$ cat config.mk
export PLATFORM = sky130hd
export DESIGN_NAME = wave_channel
export DESIGN_NICKNAME = d
export VERILOG_FILES = /design/src/hdl/ch3_pkg.sv /design/src/hdl/ch3_freq_timer.sv /design/src/hdl/ch3_length_ctr.sv /design/src/hdl/ch3_output.sv /design/src/hdl/ch3_regs.sv /design/src/hdl/wave_channel.sv /design/src/hdl/wave_ram.sv /design/src/hdl/wave_ram_arbiter.sv
export VERILOG_INCLUDE_DIRS = /design/src /design/src/hdl
export SDC_FILE = /design/constraint.sdc
export NUM_CORES = 1
export LEC_CHECK = 0
export ABC_CLOCK_PERIOD_IN_PS = 6990
export BUFFER_PORTS_ARGS = -buffer_cell sky130_fd_sc_hd__buf_2
export CAP_MARGIN = 20
export CORE_UTILIZATION = 49
export DETAILED_ROUTE_END_ITERATION = 12
export PLACE_DENSITY = 0.65
export SETUP_SLACK_MARGIN = 0.5
export SLEW_MARGIN = 0
export SYNTH_ARGS = -nofsm -noshare
export SYNTH_HDL_FRONTEND = slang
export SYNTH_SLANG_ARGS = --single-unit
$ cat constraint.sdc
create_clock -name cery_2mhz -period 6.99 [get_ports cery_2mhz]
set_clock_uncertainty 0.1 [all_clocks]
set_input_delay 0.3495 -clock cery_2mhz [delete_from_list [all_inputs] [get_ports cery_2mhz]]
set_output_delay 0.3495 -clock cery_2mhz [all_outputs]
set_load 0.02 [all_outputs]
$ cat src/hdl/ch3_cfg.svh
`ifndef CH3_CFG_SVH
`define CH3_CFG_SVH

`define CH3_NR30 8'h1A // dac enable
`define CH3_NR31 8'h1B // length load
`define CH3_NR32 8'h1C // volume code
`define CH3_NR33 8'h1D // freq low byte
`define CH3_NR34 8'h1E // freq high, length enable, trigger

`define CH3_WAVE_BASE 8'h30 // 16 bytes of wave ram follow
`define CH3_LEN_MAX   256
`define CH3_TIMER_MAX 2047

`endif

$ cat src/hdl/ch3_pkg.sv
`default_nettype none

package ch3_pkg;

	typedef logic [7:0]  reg_addr_t; // low byte of cpu address
	typedef logic [7:0]  reg_data_t;
	typedef logic [10:0] freq_t; // period value
	typedef logic [4:0]  wave_pos_t; // 32 samples
	typedef logic [3:0]  wave_addr_t; // 16 bytes
	typedef logic [3:0]  sample_t;
	typedef logic [1:0]  volume_t;
	typedef logic [8:0]  len_t; // holds 0..256

	typedef enum logic [1:0] {
		idle,
		fetch, // fetch granted last cycle
		cpu_deferred // fetch granted last cycle, cpu access waiting
	} arb_state_t;

endpackage

`default_nettype wire

$ cat src/hdl/ch3_freq_timer.sv
`timescale 1ns/1ps
`default_nettype none

`include "ch3_cfg.svh"

module ch3_freq_timer import ch3_pkg::*; (
	input  logic       cery_2mhz,
	input  logic       rst_n,
	input  logic       ch_on,
	input  logic       trigger,
	input  freq_t      freq,
	output logic       fetch_req,
	output wave_addr_t fetch_addr,
	output logic       nibble_lo
);

	freq_t     count;
	wave_pos_t pos, pos_next;
	logic      step;

	assign pos_next = pos + 5'd1; // wraps at 32
	assign step     = ch_on && !trigger && (count == freq_t'(`CH3_TIMER_MAX));

	always_ff @(posedge cery_2mhz) begin
		if (!rst_n) begin
			count     <= '0;
			pos       <= '0;
			fetch_req <= 1'b0;
			nibble_lo <= 1'b0;
		end else begin
			fetch_req <= step;
			nibble_lo <= pos[0]; // lags pos to line up with the ram data
			if (trigger) begin
				count <= freq;
				pos   <= '0;
			end else if (step) begin
				count <= freq;
				pos   <= pos_next;
			end else if (ch_on) begin
				count <= count + 11'd1;
			end
		end
	end

	always_ff @(posedge cery_2mhz) begin
		if (step)
			fetch_addr <= pos_next[4:1];
	end

endmodule

`default_nettype wire

$ cat src/hdl/ch3_length_ctr.sv
`timescale 1ns/1ps
`default_nettype none

`include "ch3_cfg.svh"

module ch3_length_ctr import ch3_pkg::*; (
	input  logic      cery_2mhz,
	input  logic      rst_n,
	input  logic      trigger,
	input  logic      dac_en,
	input  logic      length_en,
	input  logic      len_tick,
	input  logic      len_load,
	input  reg_data_t len_value,
	output logic      ch_on
);

	len_t len_cnt;

	always_ff @(posedge cery_2mhz) begin
		if (!rst_n) begin
			len_cnt <= '0;
			ch_on   <= 1'b0;
		end else begin
			if (len_load)
				len_cnt <= len_t'(`CH3_LEN_MAX) - len_t'(len_value);
			else if (trigger && len_cnt == '0)
				len_cnt <= len_t'(`CH3_LEN_MAX);
			else if (len_tick && length_en && ch_on && len_cnt != '0)
				len_cnt <= len_cnt - 9'd1;

			if (!dac_en)
				ch_on <= 1'b0; // dac off kills the channel
			else if (trigger)
				ch_on <= 1'b1;
			else if (length_en && len_cnt == '0)
				ch_on <= 1'b0; // length expired
		end
	end

endmodule

`default_nettype wire

$ cat src/hdl/ch3_output.sv
`timescale 1ns/1ps
`default_nettype none

module ch3_output import ch3_pkg::*; (
	input  logic      cery_2mhz,
	input  logic      rst_n,
	input  logic      ch_on,
	input  logic      fetch_data_valid,
	input  reg_data_t fetch_data,
	input  logic      nibble_lo,
	input  volume_t   volume,
	output sample_t   sample_out
);

	reg_data_t byte_q;
	logic      lo_q;
	sample_t   nib, scaled;

	always_ff @(posedge cery_2mhz) begin
		if (!rst_n) begin
			byte_q <= '0;
			lo_q   <= 1'b0;
		end else if (fetch_data_valid) begin
			byte_q <= fetch_data;
			lo_q   <= nibble_lo;
		end
	end

	assign nib = lo_q ? byte_q[3:0] : byte_q[7:4]; // high nibble plays first

	always_comb begin
		case (volume)
			2'd0:    scaled = '0; // mute
			2'd1:    scaled = nib;
			2'd2:    scaled = nib >> 1;
			default: scaled = nib >> 2;
		endcase
	end

	assign sample_out = ch_on ? scaled : '0;

endmodule

`default_nettype wire

$ cat src/hdl/ch3_regs.sv
`timescale 1ns/1ps
`default_nettype none

`include "ch3_cfg.svh"

module ch3_regs import ch3_pkg::*; (
	input  logic       cery_2mhz,
	input  logic       rst_n,
	input  reg_addr_t  addr,
	input  reg_data_t  d_in,
	input  logic       apu_wr,
	input  logic       cpu_rd,
	input  logic       wave_rd_valid,
	input  reg_data_t  wave_rd_data,
	output reg_data_t  d_out,
	output logic       rd_valid,
	output logic       wave_cpu_wr,
	output logic       wave_cpu_rd,
	output wave_addr_t wave_cpu_addr,
	output reg_data_t  wave_wdata,
	output logic       dac_en,
	output volume_t    volume,
	output freq_t      freq,
	output logic       length_en,
	output logic       trigger,
	output logic       len_load,
	output reg_data_t  len_value
);

	logic      is_wave;
	reg_data_t reg_rd;

	assign is_wave = ((addr & 8'hF0) == `CH3_WAVE_BASE);

	// wave accesses go straight on to the arbiter
	assign wave_cpu_wr   = apu_wr && is_wave;
	assign wave_cpu_rd   = cpu_rd && is_wave;
	assign wave_cpu_addr = addr[3:0];
	assign wave_wdata    = d_in;

	always_comb begin
		case (addr)
			`CH3_NR30: reg_rd = {dac_en, 7'h7F};
			`CH3_NR32: reg_rd = {1'b1, volume, 5'h1F};
			`CH3_NR34: reg_rd = {1'b1, length_en, 6'h3F};
			default:   reg_rd = 8'hFF; // NR31, NR33 are write only
		endcase
	end

	always_ff @(posedge cery_2mhz) begin
		if (!rst_n) begin
			dac_en    <= 1'b0;
			volume    <= '0;
			freq      <= '0;
			length_en <= 1'b0;
			trigger   <= 1'b0;
			len_load  <= 1'b0;
			rd_valid  <= 1'b0;
		end else begin
			trigger  <= 1'b0;
			len_load <= 1'b0;
			rd_valid <= (cpu_rd && !is_wave) || wave_rd_valid;
			if (apu_wr) begin
				case (addr)
					`CH3_NR30: dac_en <= d_in[7];
					`CH3_NR31: len_load <= 1'b1;
					`CH3_NR32: volume <= d_in[6:5];
					`CH3_NR33: freq[7:0] <= d_in;
					`CH3_NR34: begin
						freq[10:8] <= d_in[2:0];
						length_en  <= d_in[6];
						trigger    <= d_in[7];
					end
					default: ;
				endcase
			end
		end
	end

	always_ff @(posedge cery_2mhz) begin
		if (apu_wr && addr == `CH3_NR31)
			len_value <= d_in;
		if (cpu_rd && !is_wave)
			d_out <= reg_rd;
		else if (wave_rd_valid)
			d_out <= wave_rd_data; // returning wave byte
	end

endmodule

`default_nettype wire

$ cat src/hdl/wave_channel.sv
`timescale 1ns/1ps
`default_nettype none

module wave_channel import ch3_pkg::*; (
	input  logic      cery_2mhz,
	input  logic      rst_n,
	input  reg_addr_t addr,
	input  reg_data_t d_in,
	input  logic      apu_wr,
	input  logic      cpu_rd,
	input  logic      len_tick,
	output reg_data_t d_out,
	output logic      rd_valid,
	output logic      ch_on,
	output sample_t   sample_out
);

	logic       wave_cpu_wr, wave_cpu_rd, wave_rd_valid;
	wave_addr_t wave_cpu_addr;
	reg_data_t  wave_wdata, wave_rd_data;
	logic       dac_en, length_en, trigger, len_load;
	volume_t    volume;
	freq_t      freq;
	reg_data_t  len_value;
	logic       fetch_req, nibble_lo, fetch_data_valid;
	wave_addr_t fetch_addr;
	reg_data_t  fetch_data;
	logic       ram_en, ram_we;
	wave_addr_t ram_addr;
	reg_data_t  ram_wdata, ram_rdata;

	ch3_regs i_regs (
		.cery_2mhz     (cery_2mhz),
		.rst_n         (rst_n),
		.addr          (addr),
		.d_in          (d_in),
		.apu_wr        (apu_wr),
		.cpu_rd        (cpu_rd),
		.wave_rd_valid (wave_rd_valid),
		.wave_rd_data  (wave_rd_data),
		.d_out         (d_out),
		.rd_valid      (rd_valid),
		.wave_cpu_wr   (wave_cpu_wr),
		.wave_cpu_rd   (wave_cpu_rd),
		.wave_cpu_addr (wave_cpu_addr),
		.wave_wdata    (wave_wdata),
		.dac_en        (dac_en),
		.volume        (volume),
		.freq          (freq),
		.length_en     (length_en),
		.trigger       (trigger),
		.len_load      (len_load),
		.len_value     (len_value)
	);

	wave_ram_arbiter i_arbiter (
		.cery_2mhz        (cery_2mhz),
		.rst_n            (rst_n),
		.fetch_req        (fetch_req),
		.fetch_addr       (fetch_addr),
		.wave_cpu_wr      (wave_cpu_wr),
		.wave_cpu_rd      (wave_cpu_rd),
		.wave_cpu_addr    (wave_cpu_addr),
		.wave_wdata       (wave_wdata),
		.ram_rdata        (ram_rdata),
		.ram_en           (ram_en),
		.ram_we           (ram_we),
		.ram_addr         (ram_addr),
		.ram_wdata        (ram_wdata),
		.fetch_data_valid (fetch_data_valid),
		.fetch_data       (fetch_data),
		.wave_rd_valid    (wave_rd_valid),
		.wave_rd_data     (wave_rd_data)
	);

	wave_ram i_ram (
		.cery_2mhz (cery_2mhz),
		.en        (ram_en),
		.we        (ram_we),
		.addr      (ram_addr),
		.wdata     (ram_wdata),
		.rdata     (ram_rdata)
	);

	ch3_freq_timer i_timer (
		.cery_2mhz  (cery_2mhz),
		.rst_n      (rst_n),
		.ch_on      (ch_on),
		.trigger    (trigger),
		.freq       (freq),
		.fetch_req  (fetch_req),
		.fetch_addr (fetch_addr),
		.nibble_lo  (nibble_lo)
	);

	ch3_length_ctr i_length (
		.cery_2mhz (cery_2mhz),
		.rst_n     (rst_n),
		.trigger   (trigger),
		.dac_en    (dac_en),
		.length_en (length_en),
		.len_tick  (len_tick),
		.len_load  (len_load),
		.len_value (len_value),
		.ch_on     (ch_on)
	);

	ch3_output i_output (
		.cery_2mhz        (cery_2mhz),
		.rst_n            (rst_n),
		.ch_on            (ch_on),
		.fetch_data_valid (fetch_data_valid),
		.fetch_data       (fetch_data),
		.nibble_lo        (nibble_lo),
		.volume           (volume),
		.sample_out       (sample_out)
	);

endmodule

`default_nettype wire

$ cat src/hdl/wave_ram.sv
`timescale 1ns/1ps
`default_nettype none

module wave_ram import ch3_pkg::*; (
	input  logic       cery_2mhz,
	input  logic       en,
	input  logic       we,
	input  wave_addr_t addr,
	input  reg_data_t  wdata,
	output reg_data_t  rdata
);

	reg_data_t mem [16]; // two samples per byte

	always_ff @(posedge cery_2mhz) begin
		if (en) begin
			if (we)
				mem[addr] <= wdata;
			else
				rdata <= mem[addr]; // valid the cycle after en
		end
	end

endmodule

`default_nettype wire

$ cat src/hdl/wave_ram_arbiter.sv
`timescale 1ns/1ps
`default_nettype none

module wave_ram_arbiter import ch3_pkg::*; (
	input  logic       cery_2mhz,
	input  logic       rst_n,
	input  logic       fetch_req,
	input  wave_addr_t fetch_addr,
	input  logic       wave_cpu_wr,
	input  logic       wave_cpu_rd,
	input  wave_addr_t wave_cpu_addr,
	input  reg_data_t  wave_wdata,
	input  reg_data_t  ram_rdata,
	output logic       ram_en,
	output logic       ram_we,
	output wave_addr_t ram_addr,
	output reg_data_t  ram_wdata,
	output logic       fetch_data_valid,
	output reg_data_t  fetch_data,
	output logic       wave_rd_valid,
	output reg_data_t  wave_rd_data
);

	arb_state_t state, state_next;
	logic       cpu_req, pending, cpu_rd_grant, cpu_rd_q;
	logic       def_we;
	wave_addr_t def_addr;
	reg_data_t  def_wdata;

	assign cpu_req = wave_cpu_wr || wave_cpu_rd;
	assign pending = (state == cpu_deferred);

	always_comb begin
		ram_en       = 1'b0;
		ram_we       = 1'b0;
		ram_addr     = fetch_addr;
		ram_wdata    = wave_wdata;
		cpu_rd_grant = 1'b0;
		state_next   = idle;
		if (fetch_req) begin // playback has fixed priority
			ram_en     = 1'b1;
			state_next = (cpu_req || pending) ? cpu_deferred : fetch;
		end else if (pending) begin
			ram_en       = 1'b1;
			ram_we       = def_we;
			ram_addr     = def_addr;
			ram_wdata    = def_wdata;
			cpu_rd_grant = !def_we;
		end else if (cpu_req) begin
			ram_en       = 1'b1;
			ram_we       = wave_cpu_wr;
			ram_addr     = wave_cpu_addr;
			cpu_rd_grant = wave_cpu_rd;
		end
	end

	always_ff @(posedge cery_2mhz) begin
		if (!rst_n) begin
			state    <= idle;
			cpu_rd_q <= 1'b0;
		end else begin
			state    <= state_next;
			cpu_rd_q <= cpu_rd_grant;
		end
	end

	// hold the losing cpu access
	always_ff @(posedge cery_2mhz) begin
		if (fetch_req && cpu_req) begin
			def_we    <= wave_cpu_wr;
			def_addr  <= wave_cpu_addr;
			def_wdata <= wave_wdata;
		end
	end

	// both non-idle states mean a fetch went out last cycle
	assign fetch_data_valid = (state != idle);
	assign fetch_data       = ram_rdata;
	assign wave_rd_valid    = cpu_rd_q;
	assign wave_rd_data     = ram_rdata;

endmodule

`default_nettype wire

# Word level (Yosys, flattened, before mapping)

Memory sizes are Yosys's and may differ from the RTL's. A register that Yosys moved wholly into a read port is not among the register bits.
Cells that the tools add are included.

Memories: 1
Output and inout port bits: 14
Register bits: 91
Bits in writable memories: 128

Memories:

| name      | depth | width | rd ports | clocked after Yosys merged registers in | wr ports | line           | RTL |
|---|---|---|---|---|---|---|---|
| i_ram.mem | 16    | 8     | 1        | 1                                       | 1        | wave_ram.sv:13 | `reg_data_t mem [16];` |

Bitwise logic cells: 2
Multiplexer cells: 32
Add/sub/neg operators: 4
Reductions and logical operators: 37
Equal/unequal tests: 10

Operators by type and width:

| operator              | number |
|---|---|
| $eq 8x5->1 const B    | 5 |
| $mux 11               | 3 |
| $mux 8                | 4 |
| $mux 9                | 3 |
| $pmux 8 s3            | 1 |
| $mux 4                | 5 |
| $reduce_and 2->1      | 8 |
| $mux 1                | 14 |
| $logic_and 1x1->1     | 12 |
| $pmux 4 s3            | 1 |
| $add 11x1->11 const B | 1 |
| $eq 11x11->1 const B  | 1 |
| $logic_not 9->1       | 1 |
| $reduce_bool 9->1     | 1 |
| $sub 9x1->9 const B   | 1 |
| $sub 9x8->9 const A   | 1 |
| $reduce_bool 2->1     | 3 |
| $reduce_bool 3->1     | 2 |
| $add 5x1->5 const B   | 1 |
| $eq 2x2->1 const B    | 2 |
| $eq 4x2->1 const B    | 1 |
| $reduce_or 2->1       | 2 |
| $logic_not 1->1       | 3 |
| $logic_or 1x1->1      | 3 |
| other kinds (5)       | 6 |

# Longest topological paths before layout

Gate-level depths: netlist of the first run.

Word-level depth: 9
Depth in mapped cells: 11

# By module

Synthesis of the first run repeated with hierarchy kept, for this count alone.

Cell total of the unflattened synthesis: 714
Area total of the unflattened synthesis: 10,005.8 µm²

By module, submodules not included:

| module           | area each (µm²) | instances | seq. area each (µm²) | cells an instance |
|---|---|---|---|---|
| wave_ram         | 5,237.5         | 1         | 4,083.9              | 234 |
| ch3_regs         | 1,452.6         | 1         | 840.8                | 127 |
| ch3_freq_timer   | 1,197.4         | 1         | 480.5                | 136 |
| wave_ram_arbiter | 845.8           | 1         | 450.4                | 68 |
| ch3_length_ctr   | 809.5           | 1         | 200.2                | 104 |
| ch3_output       | 462.9           | 1         | 180.2                | 45 |

# Worst setup path after synthesis of the first run

OpenSTA, ideal clock, no wires.

Kind: reg-to-reg
From: reg i_arbiter.state[1]
To: mem i_ram.mem[13][0] (netlist name) (enable)
Cell stages (with the launch flop): 9
Path slack: 4,525 ps
Library setup time: 370 ps
Clock period less this slack: 2,465 ps
Data arrival time: 1,995 ps
Cells stage by stage: dfxtp_1 -> nor3b_2 -> buf_2 -> a211o_1 -> o21a_2 -> buf_6 -> buf_2 -> nand3_1 -> nor2_1

Word-level cells in the longest chain between the ends: 6

RTL lines:

| item                         | line                   | RTL |
|---|---|---|
| from (decl)                  | wave_ram_arbiter.sv:24 | `arb_state_t state, state_next;` |
| from (signal assigned)       | wave_ram_arbiter.sv:59 | `state <= idle;` |
| from (signal assigned)       | wave_ram_arbiter.sv:62 | `state <= state_next;` |
| $eq 2x2->1 (*)               | wave_ram_arbiter.sv:31 | `assign pending = (state == cpu_deferred);` |
| $mux 1                       | wave_ram_arbiter.sv:43 | `end else if (pending) begin` |
| $mux 1                       | wave_ram_arbiter.sv:40 | `if (fetch_req) begin` |
| $mux 1                       | wave_ram.sv:17         | `if (we)` |
| $mux 1                       | wave_ram.sv:16         | `if (en) begin` |
| $mux 1 (not written as such) | wave_ram.sv:18         | `mem[addr] <= wdata;` |
| to (decl)                    | wave_ram.sv:13         |  |

Every way passes the cells marked *; elsewhere a longest branch is shown, timed or not.

# Worst setup path after layout of the first run

From: reg i_arbiter.state[1]
To: reg i_ram.rdata[0], read port of i_ram.mem (data pin)

Word-level cells in the longest chain between the ends: 5

RTL lines:

| item                       | line                   | RTL |
|---|---|---|
| $eq 2x2->1 (*)             | wave_ram_arbiter.sv:31 |  |
| $mux 1                     | wave_ram_arbiter.sv:43 |  |
| $mux 1                     | wave_ram_arbiter.sv:40 |  |
| $not 1->1 (no line)        | --                     |  |
| $reduce_and 2->1 (no line) | --                     |  |
| to (decl)                  | wave_ram.sv:10         | `output reg_data_t rdata` |

Marks and branches as above.
A chain may end at the register's enable or synchronous reset.

==> summary.md, run 1 <==
| Metric | Value |
|---|---|
| Post-synth EDFFs | 169 |
| Total CTS buffers | 24 |
| Vias in the first global route | 6329 |
| GRT Residual Overflow | 0 |
| Root Buffer | clkbuf_16 |
| Flop pwr share | 51.3% |
| DR WL met3 | 1.606 mm |
| Tmin final | 3600 ps |
| Fin nets | a little over 800 |
| Crit Path Category | reg -> reg |
| Synthesized cell area | 0.009767 mm2 |
| Startpoint types | flip-flop |
| Number of inserted diodes | 0 |
| Sw Ratio | 20.34% |
| Area after DPL | 0.01004 mm2 |
| Compound-Gate Fraction of Synth Area | a little over an eighth |
| Worst slew pin tran | 1096 ps |
| Leak | 3.670 nW |
| Worst path required time | 7140 ps |
| Num ports | 35 |
| Die H | 143.2 um |
| Yosys cell types | 65 |
| Routed wire length | 23.28 mm |
| Adder-Cell Fraction of Synth Area | 0.5124% |
| Placed wire-length estimate | 15.59 mm |
| Clk Latency, worst-skew pair | 510 ps |
| Avg WL per Cell | ~21 um |
| Multiplexer share of the synthesized area | 3.280% |
| Wl on met1 | 10.13 mm |
| Comb pwr share | 3.0% |
| Crit Path Max Fanout | 18 |
| Peak supply drop | 0.0001908 V |
| Synthesis-to-layout area growth | 11.59% |
| GRT Total Usage | between 20% and 30% |
| Top Layer Used | met4 |
| Net Count, Synth | 807 |
| Area of the multi-input gates | between 0.003 and 0.004 mm2 |
| Count of filler cells inserted in the layout | about 1.6k |
| Initial Util | 50.02% |
| Number of I/O port buffers | 34 |
| Critical path cell sequence | nor3b_2, a211oi_2, a211o_1, a31o_1, a221o_1, a22oi_1, o2bb2ai_1 |
| CTS H-tree lvls | 1 |
| Post-synthesis simple-gate area fraction | 15.45% |
| Hold crit path type | in -> reg |
| Yosys top cell by area | edfxtp_1 |
| Power Internal | 2.255 mW |
| Tcrit/Tclk final | 51.51% |
| Core Region | 0.01953 mm2 |
| First-pass GRT wire length | 35.58 mm |
| Most frequently used flop master after synthesis | edfxtp_1 |
| CTS tree | built |
| XOR/XNOR Fraction of Synth Area | 0.9864% |
| Share of layout cells above drive strength 1 | about 13% |
| Asr flop ratio synth | 0% |
| Status | completed |
| Die Width | roughly 140 um |
| Max Root-Sink Buffers | 3 |
| Die area | 0.02050 mm2 |
| WP data arrival | 3750 ps |
| Postcts setup bufs | 0 |
| Final Max Slew Viols | 0 |
| Mean number of vias per cell | about 6.1 |
| Final setup fails | 0 |
| Iter 0 DRT Violations | 700 |
| Routed via count | between 6k and 7k |
| Fmax achieved | 0.2778 GHz |
| PD cells | 259.7 mW/mm2 |
| Design area | ~0.011 mm2 |
| CTS clk-pin slew, worst paths | around 60 ps |
| Rel. slew slack | between 20% and 30% |
| Sequential Area | between 0.006 and 0.007 mm2 |
| CP max stage cell | nor3b_2 |
| Drt drc | 0 |
| Seq/Total Area, Yosys | 63.85% |
| Num Clock Sinks | 227 |
| Standard-cell rows | 51 |
| Critical Path Sink Type | flip-flop |
| Yosys reg bits | 227 |
| Drt first pass iters | 8 |
| TNS Setup | 0 ps |
| Top cell type's share of synthesized area | between 50 and 60% |
| Synthesized area per cell | about 12 um2 |
| Fin. Hold Viols | 0 |
| Final Power | 2.831 mW |
| Max Cap Viol | 0 |
| Largest net degree at the start of global routing | 55 |
| Post-synthesis instance total | 782 |
| Largest family of logic cells by synthesized area | simple AND/OR/NAND/NOR gates |
| Metal2 WL | 10.91 mm |
| Clock power frac | 45.7% |
| Area contributors post-synth | edfxtp_1 52%, dfxtp_1 12%, nor2_1 2.7% |
| ANT nets after route | 0 |
| Initial antenna violation count | 0 |
| Unrepaired setup endpoints after global routing | false |
| Critical path's largest stage delay | 830 ps |
| Psw | 0.5757 mW |
| Warning count from the yosys run | 0 |
| Placer congestion estimate | 0.8738 |
[metal layers]
| metal | vias to the layer above | global-route usage [%] |
|---|---|---|
| met5 | - | 0 |
| met1 | 3258 | 32.00 |
| met2 | 264 | 38.07 |
| met3 | 40 | 3.353 |
| li1 | 3040 | - |
| met4 | 0 | 7.074 |
[final cells by class]
cell class                 instances  share of cell area, %
tap                              265                  3.042
clock inverter                    12                  1.045
inverter                           9                 0.3100
timing repair buffer              40                  2.066
multi-input combinational        504                  29.89
clock buffer                      31                  6.429
sequential                       227                  57.22
[power by group through the flow]
stage	clock, mW	combinational (mW)	sequential (mW)
5_1_grt	1.37	0.0912	1.45
3_3_place_gp	0	0.0818	1.48
3_5_place_dp	0	0.0835	1.48
4_1_cts	1.31	0.0851	1.45
6_report	1.29	0.0850	1.45
2_1_floorplan	0	0.0442	1.48
[cell usage in the layout, fill, tap and decap left out, types with 15 or more instances in the layout]
master and instances:
a21oi_1 33, a222oi_1 16, buf_2 34, clkbuf_16 27, dfxtp_1 58, edfxtp_1 169, mux2i_1 23, nand2_1 54
nand2b_1 15, nand3_1 32, nand4_1 19, nor2_1 69, nor2b_1 20, o21ai_0 41
[registers in the layout (all words and copies together), names as in the netlist, 2 cells and up]
register,flops
i_regs.d_out,8
i_arbiter.def_addr,4
i_output.byte_q,8
i_regs.len_value,8
i_regs.volume,2
i_timer.pos,5
i_timer.count,11
i_ram.mem,128
i_ram.rdata,8
i_timer.fetch_addr,4
i_arbiter.def_wdata,8
i_arbiter.state,2
i_length.len_cnt,9
i_regs.freq,11
[what timing repair did]
action | 4_1_cts | 5_1_grt
endpoints found under the hold margin | 5 | 0
gates resized for setup | 0 | 0
setup endpoints to repair | 0 | 0
hold buffers | 4 | 0
[critical path: cells and delay by family (launching register included)]
kind	cells	cell delay [ps]
and+or+nand+nor	1	830
AOI/OAI and AO/OA	6	1880
DFF	1	520
[stage by stage]
stage | cells | worst slack, ps | hold slack, ps | utilization [%]
floorplan | 782 | 4525 | 328.2 | -
global placement | 1041 | 3517 | 350.5 | 51.44
detailed placement | 1041 | 3374 | 345.3 | 51.44
CTS | 1088 | 3409 | 9.102 | 55.82
global route | 1088 | 3087 | 7.215 | 55.82
finish | 1088 | 3390 | 15.66 | 55.82
[worst paths after layout]
| path | endpoint | slack, ps | startpoint | depth (start not counted) |
|---|---|---|---|---|
| setup reg to reg | i_ram.rdata[0]$_DFFE_PP_ | 3390 | i_arbiter.state[1]$_SDFF_PN0_ | 7 |
| setup / recovery | i_ram.rdata[0]$_DFFE_PP_ | 3390 | i_arbiter.state[1]$_SDFF_PN0_ | 7 |
| hold reg to reg | i_length.ch_on$_SDFFE_PN0P_ | 350 | i_regs.dac_en$_SDFFE_PN0P_ | 2 |
| hold / removal | i_arbiter.def_wdata[7]$_DFFE_PP_ | 20 | d_in[7] | 1 |
[synthesized netlist by cell type, types with 4 or more instances]
library cell,instances
ha_1,4
nand3_1,32
and3_1,10
nor2_1,69
inv_1,9
a31o_1,5
nor3b_1,9
nand4_1,19
nor3_1,5
clkbuf_1,23
nand2b_1,15
nor2b_1,20
and2_1,12
buf_2,6
dfxtp_1,58
a21oi_1,33
xnor2_1,6
mux2i_1,23
a31oi_1,13
a221o_1,9
o211ai_1,4
edfxtp_1,169
a32oi_1,5
xor2_1,5
nand3b_1,4
a21boi_0,14
a222oi_1,16
o21ai_0,41
nand2_1,54
or3_1,7
o2bb2ai_1,8
buf_6,9
a22oi_1,9
mux2_2,8
[kinds of logic (layout without fill, tap and decap cells)]
| logic type | count (synthesis) | count (layout) |
|---|---|---|
| muxes | 31 | 31 |
| buffers and inverters | 51 | 92 |
| AOI/OAI and AO/OA | 182 | 182 |
| adders and majority gates | 4 | 4 |
| and+or+nand+nor | 276 | 276 |
| xor gates and xnor gates | 11 | 11 |
| DFF | 227 | 227 |
Note: power is estimated with default switching activity, not from simulation.
==> run 2: changes to the inputs <==
Settings changed: ABC_CLOCK_PERIOD_IN_PS 6990 to 3500.
Clock period 6.99 ns to 3.5 ns, I/O delays scaled along.
==> summary.md, run 2 (synthesized netlist as in run 1, its figures left out) <==
| Metric | Value |
|---|---|
| Hold Crit Endpoint | i_regs.dac_en$_SDFFE_PN0P_ |
| Mean number of vias per cell | 5.976 (-1.5%) |
| Share of layout cells above drive strength 1 | 15.56% (+3.0 points) |
| Final hold slack | 40.32 ps (+24.66 ps) |
| CTS clk-pin slew, worst paths | 60 ps (about the same) |
| Initial antenna violation count | 0 (unchanged) |
| CP most frequent cell | buf_4 |
| Tcrit/Tclk final | 80.51% (+29 points) |
| Most flop-heavy register | i_ram.mem |
| Num Clock Sinks | 227 (unchanged) |
| Hold crit path type | in -> reg |
| Crit Path Category | reg -> reg |
| Fin nets | 862 (+3.7%) |
| Critical path's largest stage delay | 420 ps (-410 ps) |
| GRT Residual Overflow | 0 (unchanged) |
| Cell family with most CP delay | compound AO/OA/AOI/OAI gates |
| R2R setup slack | 680 ps (-2710 ps) |
| Total CTS buffers | 24 (unchanged) |
| WP data arrival | 2970 ps (-780 ps) |
| Core Region | 0.01953 mm2 (unchanged) |
| Fin. Hold Viols | 0 (unchanged) |
| Psw | 1.148 mW (+99%) |
| Leak | 3.828 nW (+4.3%) |
| Startpoint types | flip-flop |
| Peak supply drop | 0.0004112 V (+120%) |
| Root Buffer | clkbuf_16 |
| Die H | 143.2 um (unchanged) |
| Unrepaired setup endpoints after global routing | false |
| Avg WL per Cell | 21.29 um (-0.49%) |
| Initial Util | 50.02% (unchanged) |
| Routed via count | 6693 (+1.4%) |
| Tmin final | 2818 ps (-782.6 ps) |
| Status | completed |
| Buf/Inv on CP | 2 (+2) |
| Die Width | 143.2 um (unchanged) |
| Number of I/O port buffers | 34 (unchanged) |
| Routed wire length | 23.84 mm (+2.4%) |
| CP max stage cell | dfxtp_2 |
| GRT Total Usage | 23.79% (+0.54 points) |
| R2R cell count | 9 (+2) |
| CTS tree | built |
| Worst path required time | 3650 ps (-3490 ps) |
| Critical Path Sink Type | flip-flop |
| Placed wire-length estimate | 16.14 mm (+3.5%) |
| Standard-cell rows | 51 (unchanged) |
| Vias in the first global route | 6516 (+3.0%) |
| Crit Path Max Fanout | 24 (+6) |
| Max reg flops | 128 (unchanged) |
| Hold Path Depth | 4 (+3) |
| CTS H-tree lvls | 1 (unchanged) |
| Drt first pass iters | 8 (unchanged) |
| Power Internal | 4.527 mW (+100%) |
| Comb pwr share | 3.1% (about the same) |
| Placer congestion estimate | 1.006 (+15%) |
| Num ports | 35 (unchanged) |
| Iter 0 DRT Violations | 592 (-15%) |
| Critical path cell sequence | nor3b_2, buf_4, a211oi_2, nor3_4, nor2_2, buf_4, a221o_1, a22oi_1, o2bb2ai_1 |
| Drt drc | 0 (unchanged) |
| Max Cap Viol | 0 (unchanged) |
| Max Root-Sink Buffers | 3 (unchanged) |
| Count of filler cells inserted in the layout | 1617 (+0.25%) |
| Rel. slew slack | 25.82% (-1.1 points) |
| Worst slew pin tran | 1107 ps (+10.94 ps) |
| Clock power frac | 45.8% (about the same) |
| Clk Latency, worst-skew pair | 510 ps (about the same) |
| FF-to-FF Start | i_arbiter.state[1]$_SDFF_PN0_ |
| TNS Setup | 0 ps (unchanged) |
| Synthesis-to-layout area growth | 14.44% |
| HP Start | apu_wr |
| Worst Setup SP | i_arbiter.state[1]$_SDFF_PN0_ |
| Area after DPL | 0.01020 mm2 (+1.6%) |
| Final Max Slew Viols | 0 (unchanged) |
| Sw Ratio | 20.24% (-0.10 points) |
| First-pass GRT wire length | 36.65 mm (+3.0%) |
| PD cells | 507.8 mW/mm2 (+96%) |
| Most common cell after layout, fill and taps aside | edfxtp_1 |
| Commonest non-fill, non-tap cells in the layout | 169 x edfxtp_1, 69 x nor2_1, 55 x dfxtp_1 |
| Fmax achieved | 0.3549 GHz (+28%) |
| Design area | 0.01118 mm2 (+2.5%) |
| ANT nets after route | 0 (unchanged) |
| Stages on worst setup path | 9 (+2) |
| Die area | 0.02050 mm2 (unchanged) |
| Final setup fails | 0 (unchanged) |
| Number of inserted diodes | 0 (unchanged) |
| Top Registers | i_ram.mem (128), i_regs.freq (11), i_timer.count (11) |
| Largest net degree at the start of global routing | 55 (unchanged) |
| Reg2Reg Capture Point | i_ram.rdata[6]$_DFFE_PP_ |
| Flop pwr share | 51.1% (-0.2 points) |
## run 2: through the flow
step / setup WS [ps] / std cells / util (%) / total power, mW
floorplan: 1035 / 782 / - / 3.048
CTS: 538.3 / 1118 / 57.06 / 5.715
global placement: 580.2 / 1062 / 52.25 / 3.117
finish: 682.3 / 1120 / 57.24 / 5.675
detailed placement: 504.5 / 1062 / 52.25 / 3.120
global route: 556.1 / 1120 / 57.24 / 5.828
## run 2: worst max-delay path by stage
stage | slack [ps] | endpoint
after global placement | 580 | i_ram.rdata[5]$_DFFE_PP_
after floorplan | 1040 | i_ram.mem[13][0]$_DFFE_PP_
after CTS | 540 | i_ram.rdata[2]$_DFFE_PP_
after global routing | 560 | i_ram.rdata[5]$_DFFE_PP_
after detailed placement | 500 | i_ram.rdata[2]$_DFFE_PP_
final | 680 | i_ram.rdata[6]$_DFFE_PP_
## run 2: metal layers
layer	GRT usage [%]	vias to the layer above	share of wire (%)
met4	8.489	0	3.6
li1	-	3100	-
met5	0	-	0
met3	3.957	62	6.4
met2	39.20	280	47
met1	31.68	3251	43
## run 2: area by class of cell
type / instances / area, um2 / area share (%)
Sequential cell: 227 / 6240 / 55.83
Multi-Input combinational cell: 504 / 3276 / 29.31
Clock buffer: 32 / 671.9 / 6.011
Timing Repair Buffer: 71 / 478.0 / 4.276
Tap cell: 265 / 331.6 / 2.967
Clock inverter: 12 / 146.4 / 1.310
Inverter: 9 / 33.78 / 0.3022
## run 2: what timing repair did
item	in CTS	in global routing
setup endpoints to repair	0	88
gates resized for setup	0	7
hold buffers	12	0
endpoints found under the hold margin	36	0
buffers inserted	0	2
## run 2: power groups by stage
stage	Sequential (mW)	Combinational (mW)	Clock, mW
after global placement	2.96	0.161	0
after detailed placement	2.96	0.164	0
final	2.90	0.176	2.60
after global routing	2.90	0.190	2.74
after CTS	2.90	0.175	2.64
after floorplan	2.96	0.0882	0
## run 2: worst register-to-register path: cells and delay by family, from the launching register on
kind / cells / cell delay, ps
AOI/OAI and AO/OA: 4 / 940
and+or+nand+nor: 3 / 630
buffers and inverters: 2 / 480
DFF: 1 / 420
==> run 3: changes to the inputs <==
Settings changed: ABC_CLOCK_PERIOD_IN_PS 3500 to 2700.
Clock period 3.5 ns to 2.7 ns, I/O delays scaled along.
==> summary.md, run 3 (synthesized netlist as in run 1, its figures left out) <==
| Metric | Value |
|---|---|
| Stages on worst setup path | 9 (unchanged) |
| CTS tree | built |
| Num Clock Sinks | 227 (unchanged) |
| Status | completed |
| Sw Ratio | 19.94% (-0.29 points) |
| R2R setup slack | 150 ps (-530 ps) |
| Top Registers | i_ram.mem (128), i_regs.freq (11), i_timer.count (11) |
| CTS clk-pin slew, worst paths | 60 ps (about the same) |
| PD cells | 629.5 mW/mm2 (+24%) |
| Clk Latency, worst-skew pair | 510 ps (about the same) |
| Critical path's largest stage delay | 400 ps (-20 ps) |
| Routed wire length | 25.25 mm (+5.9%) |
| Sequential Area | 0.006245 mm2 (about the same) |
| Avg WL per Cell | 21.27 um (about the same) |
| Unrepaired setup endpoints after global routing | true |
| Drt first pass iters | 8 (unchanged) |
| Die Width | 143.2 um (unchanged) |
| GRT Total Usage | 24.92% (+1.1 points) |
| Mean number of vias per cell | 5.999 (+0.39%) |
| Fmax achieved | 0.3921 GHz (+10%) |
| Fin nets | 929 (+7.8%) |
| TNS Setup | 0 ps (unchanged) |
| Flop pwr share | 48.1% (-3.0 points) |
| Placed wire-length estimate | 16.09 mm (-0.30%) |
| Power Internal | 6.254 mW (+38%) |
| Worst path required time | 2850 ps (-800 ps) |
| Count of filler cells inserted in the layout | 1456 (-10%) |
| Hold Crit Endpoint | i_arbiter.wave_rd_valid$_SDFF_PP0_ |
| R2R cell count | 9 (unchanged) |
| Core Region | 0.01953 mm2 (unchanged) |
| Number of inserted diodes | 0 (unchanged) |
| Die area | 0.02050 mm2 (unchanged) |
| Startpoint types | flip-flop |
| Psw | 1.558 mW (+36%) |
| Root Buffer | clkbuf_16 |
| Synthesis-to-layout area growth | 27.06% |
| Final Max Slew Viols | 0 (unchanged) |
| Area of the multi-input gates | 0.003741 mm2 (+14%) |
| Comb pwr share | 3.6% (+0.5 points) |
| Commonest non-fill, non-tap cells in the layout | 169 x edfxtp_1, 55 x dfxtp_1, 50 x nor2_1, 50 x nand2_1, 50 x buf_4 |
| Max Root-Sink Buffers | 3 (unchanged) |
| Fin. Hold Viols | 0 (unchanged) |
| Critical path cell sequence | buf_4, inv_1, and3_4, a211o_1, buf_6, a31o_1, a221o_1, o21ai_0, o2bb2ai_1 |
| Die H | 143.2 um (unchanged) |
| Total CTS buffers | 25 (+4.2%) |
| Largest net degree at the start of global routing | 55 (unchanged) |
| Initial Util | 50.02% (unchanged) |
| Peak supply drop | 0.0005626 V (+37%) |
| CP max stage cell | dfxtp_4 |
| Standard-cell rows | 51 (unchanged) |
| Most common cell after layout, fill and taps aside | edfxtp_1 |
| Num ports | 35 (unchanged) |
| Rel. slew slack | 44.35% (+19 points) |
| Worst slew pin tran | 834.8 ps (-271.9 ps) |
| Hold crit path type | in -> reg |
| Cell family with most CP delay | compound AO/OA/AOI/OAI gates |
| GRT Residual Overflow | 0 (unchanged) |
| Max reg flops | 128 (unchanged) |
| HP Start | cpu_rd |
| Most flop-heavy register | i_ram.mem |
| Tcrit/Tclk final | 94.46% (+14 points) |
| Placer congestion estimate | 0.9131 (-9.2%) |
| Final setup fails | 0 (unchanged) |
| Crit Path Max Fanout | 8 (-67%) |
| Clock power frac | 48.3% (+2.5 points) |
| Share of layout cells above drive strength 1 | 26.68% (+11 points) |
| Reg2Reg Capture Point | i_ram.rdata[2]$_DFFE_PP_ |
| Vias in the first global route | 6749 (+3.6%) |
| FF-to-FF Start | i_timer.fetch_req$_SDFF_PN0_ |
| Leak | 4.314 nW (+13%) |
| Drt drc | 0 (unchanged) |
| Crit Path Category | reg -> reg |
| Final hold slack | 16.93 ps (-23.39 ps) |
| Buf/Inv on CP | 3 (+1) |
| WP data arrival | 2700 ps (-270 ps) |
| Initial antenna violation count | 0 (unchanged) |
| Max Cap Viol | 0 (unchanged) |
| First-pass GRT wire length | 37.98 mm (+3.6%) |
| ANT nets after route | 0 (unchanged) |
| Critical Path Sink Type | flip-flop |
| Hold Path Depth | 4 (unchanged) |
| Tmin final | 2550 ps (-267.3 ps) |
| Number of I/O port buffers | 34 (unchanged) |
| Iter 0 DRT Violations | 637 (+7.6%) |
| CTS H-tree lvls | 1 (unchanged) |
| Routed via count | 7121 (+6.4%) |
==> run 3: changes by cell type in the layout (fill, tap and decap cells not counted), moves of 3 or more <==
cell       before  now
o21ai_0        41   37
buf_6           0   24
buf_4          25   50
buf_8           0    3
buf_12          0    5
nor2_4          0   21
nor2_1         69   50
nand2b_1       15   12
bufinv_16       3    7
nand2b_4        0    3
nand2_1        54   50
==> run 3: per-stage QoR <==
stage / utilization (%) / instances / setup WS [ps] / power (mW) / area [um2]
after floorplan: - / 782 / 407.4 / 3.956 / 9920
after global placement: 53.39 / 1074 / 170.7 / 4.053 / 10430
after detailed placement: 53.39 / 1074 / 92.77 / 4.057 / 10430
after CTS: 61.81 / 1166 / 232.0 / 7.827 / 12070
after global routing: 63.55 / 1187 / 76.60 / 8.000 / 12410
final: 63.55 / 1187 / 149.6 / 7.812 / 12410
==> run 3: metal layers <==
layer / global-route usage, % / share of wire [%] / vias up
met5: 0 / 0 / -
met4: 9.055 / 3.1 / 0
met3: 5.701 / 8.6 / 66
met2: 40.62 / 47 / 328
met1: 32.49 / 41 / 3477
li1: - / - / 3250
==> run 3: repair_timing <==
item	in CTS	in global routing
resized for setup	64	29
gates cloned	6	1
hold buffers	14	0
pin swaps	25	12
endpoints found under the setup margin	156	154
hold endpoints to repair	37	0
buffers inserted	27	20
==> run 3: final cells by class <==
| type | instances | area share (%) |
|---|---|---|
| multi-input cells | 508 | 30.15 |
| inverters | 9 | 0.2722 |
| well taps | 265 | 2.672 |
| repair buffers | 133 | 9.206 |
| clock inverters | 16 | 2.138 |
| clock buffers | 29 | 5.243 |
| flip-flops and latches | 227 | 50.32 |
==> run 3: how the worst max path moves through the flow <==
stage,from,end,slack (ps)
6_report,i_timer.fetch_req$_SDFF_PN0_,i_ram.rdata[2]$_DFFE_PP_,150
5_1_grt,i_timer.fetch_req$_SDFF_PN0_,i_ram.rdata[2]$_DFFE_PP_,80
4_1_cts,i_arbiter.state[1]$_SDFF_PN0_,i_ram.rdata[5]$_DFFE_PP_,230
3_5_place_dp,i_timer.fetch_req$_SDFF_PN0_,i_ram.mem[5][2]$_DFFE_PP_,90
3_3_place_gp,i_arbiter.state[0]$_SDFF_PN0_,i_ram.rdata[6]$_DFFE_PP_,170
2_1_floorplan,i_timer.fetch_req$_SDFF_PN0_,i_ram.mem[4][0]$_DFFE_PP_,410
==> run 3: power by group through the flow <==
| stage | Sequential [mW] | Clock (mW) | Combinational (mW) |
|---|---|---|---|
| 4_1_cts | 3.75 | 3.80 | 0.269 |
| 3_3_place_gp | 3.83 | 0 | 0.223 |
| 6_report | 3.75 | 3.77 | 0.284 |
| 3_5_place_dp | 3.83 | 0 | 0.226 |
| 2_1_floorplan | 3.84 | 0 | 0.119 |
| 5_1_grt | 3.75 | 3.95 | 0.302 |
==> run 3: worst register-to-register path: stages, from the launching register on <==
cell and delay [ps]:
dfxtp_4 400, buf_4 130, inv_1 80, and3_4 210
a211o_1 330, buf_6 180, a31o_1 210, a221o_1 330
o21ai_0 220, o2bb2ai_1 110
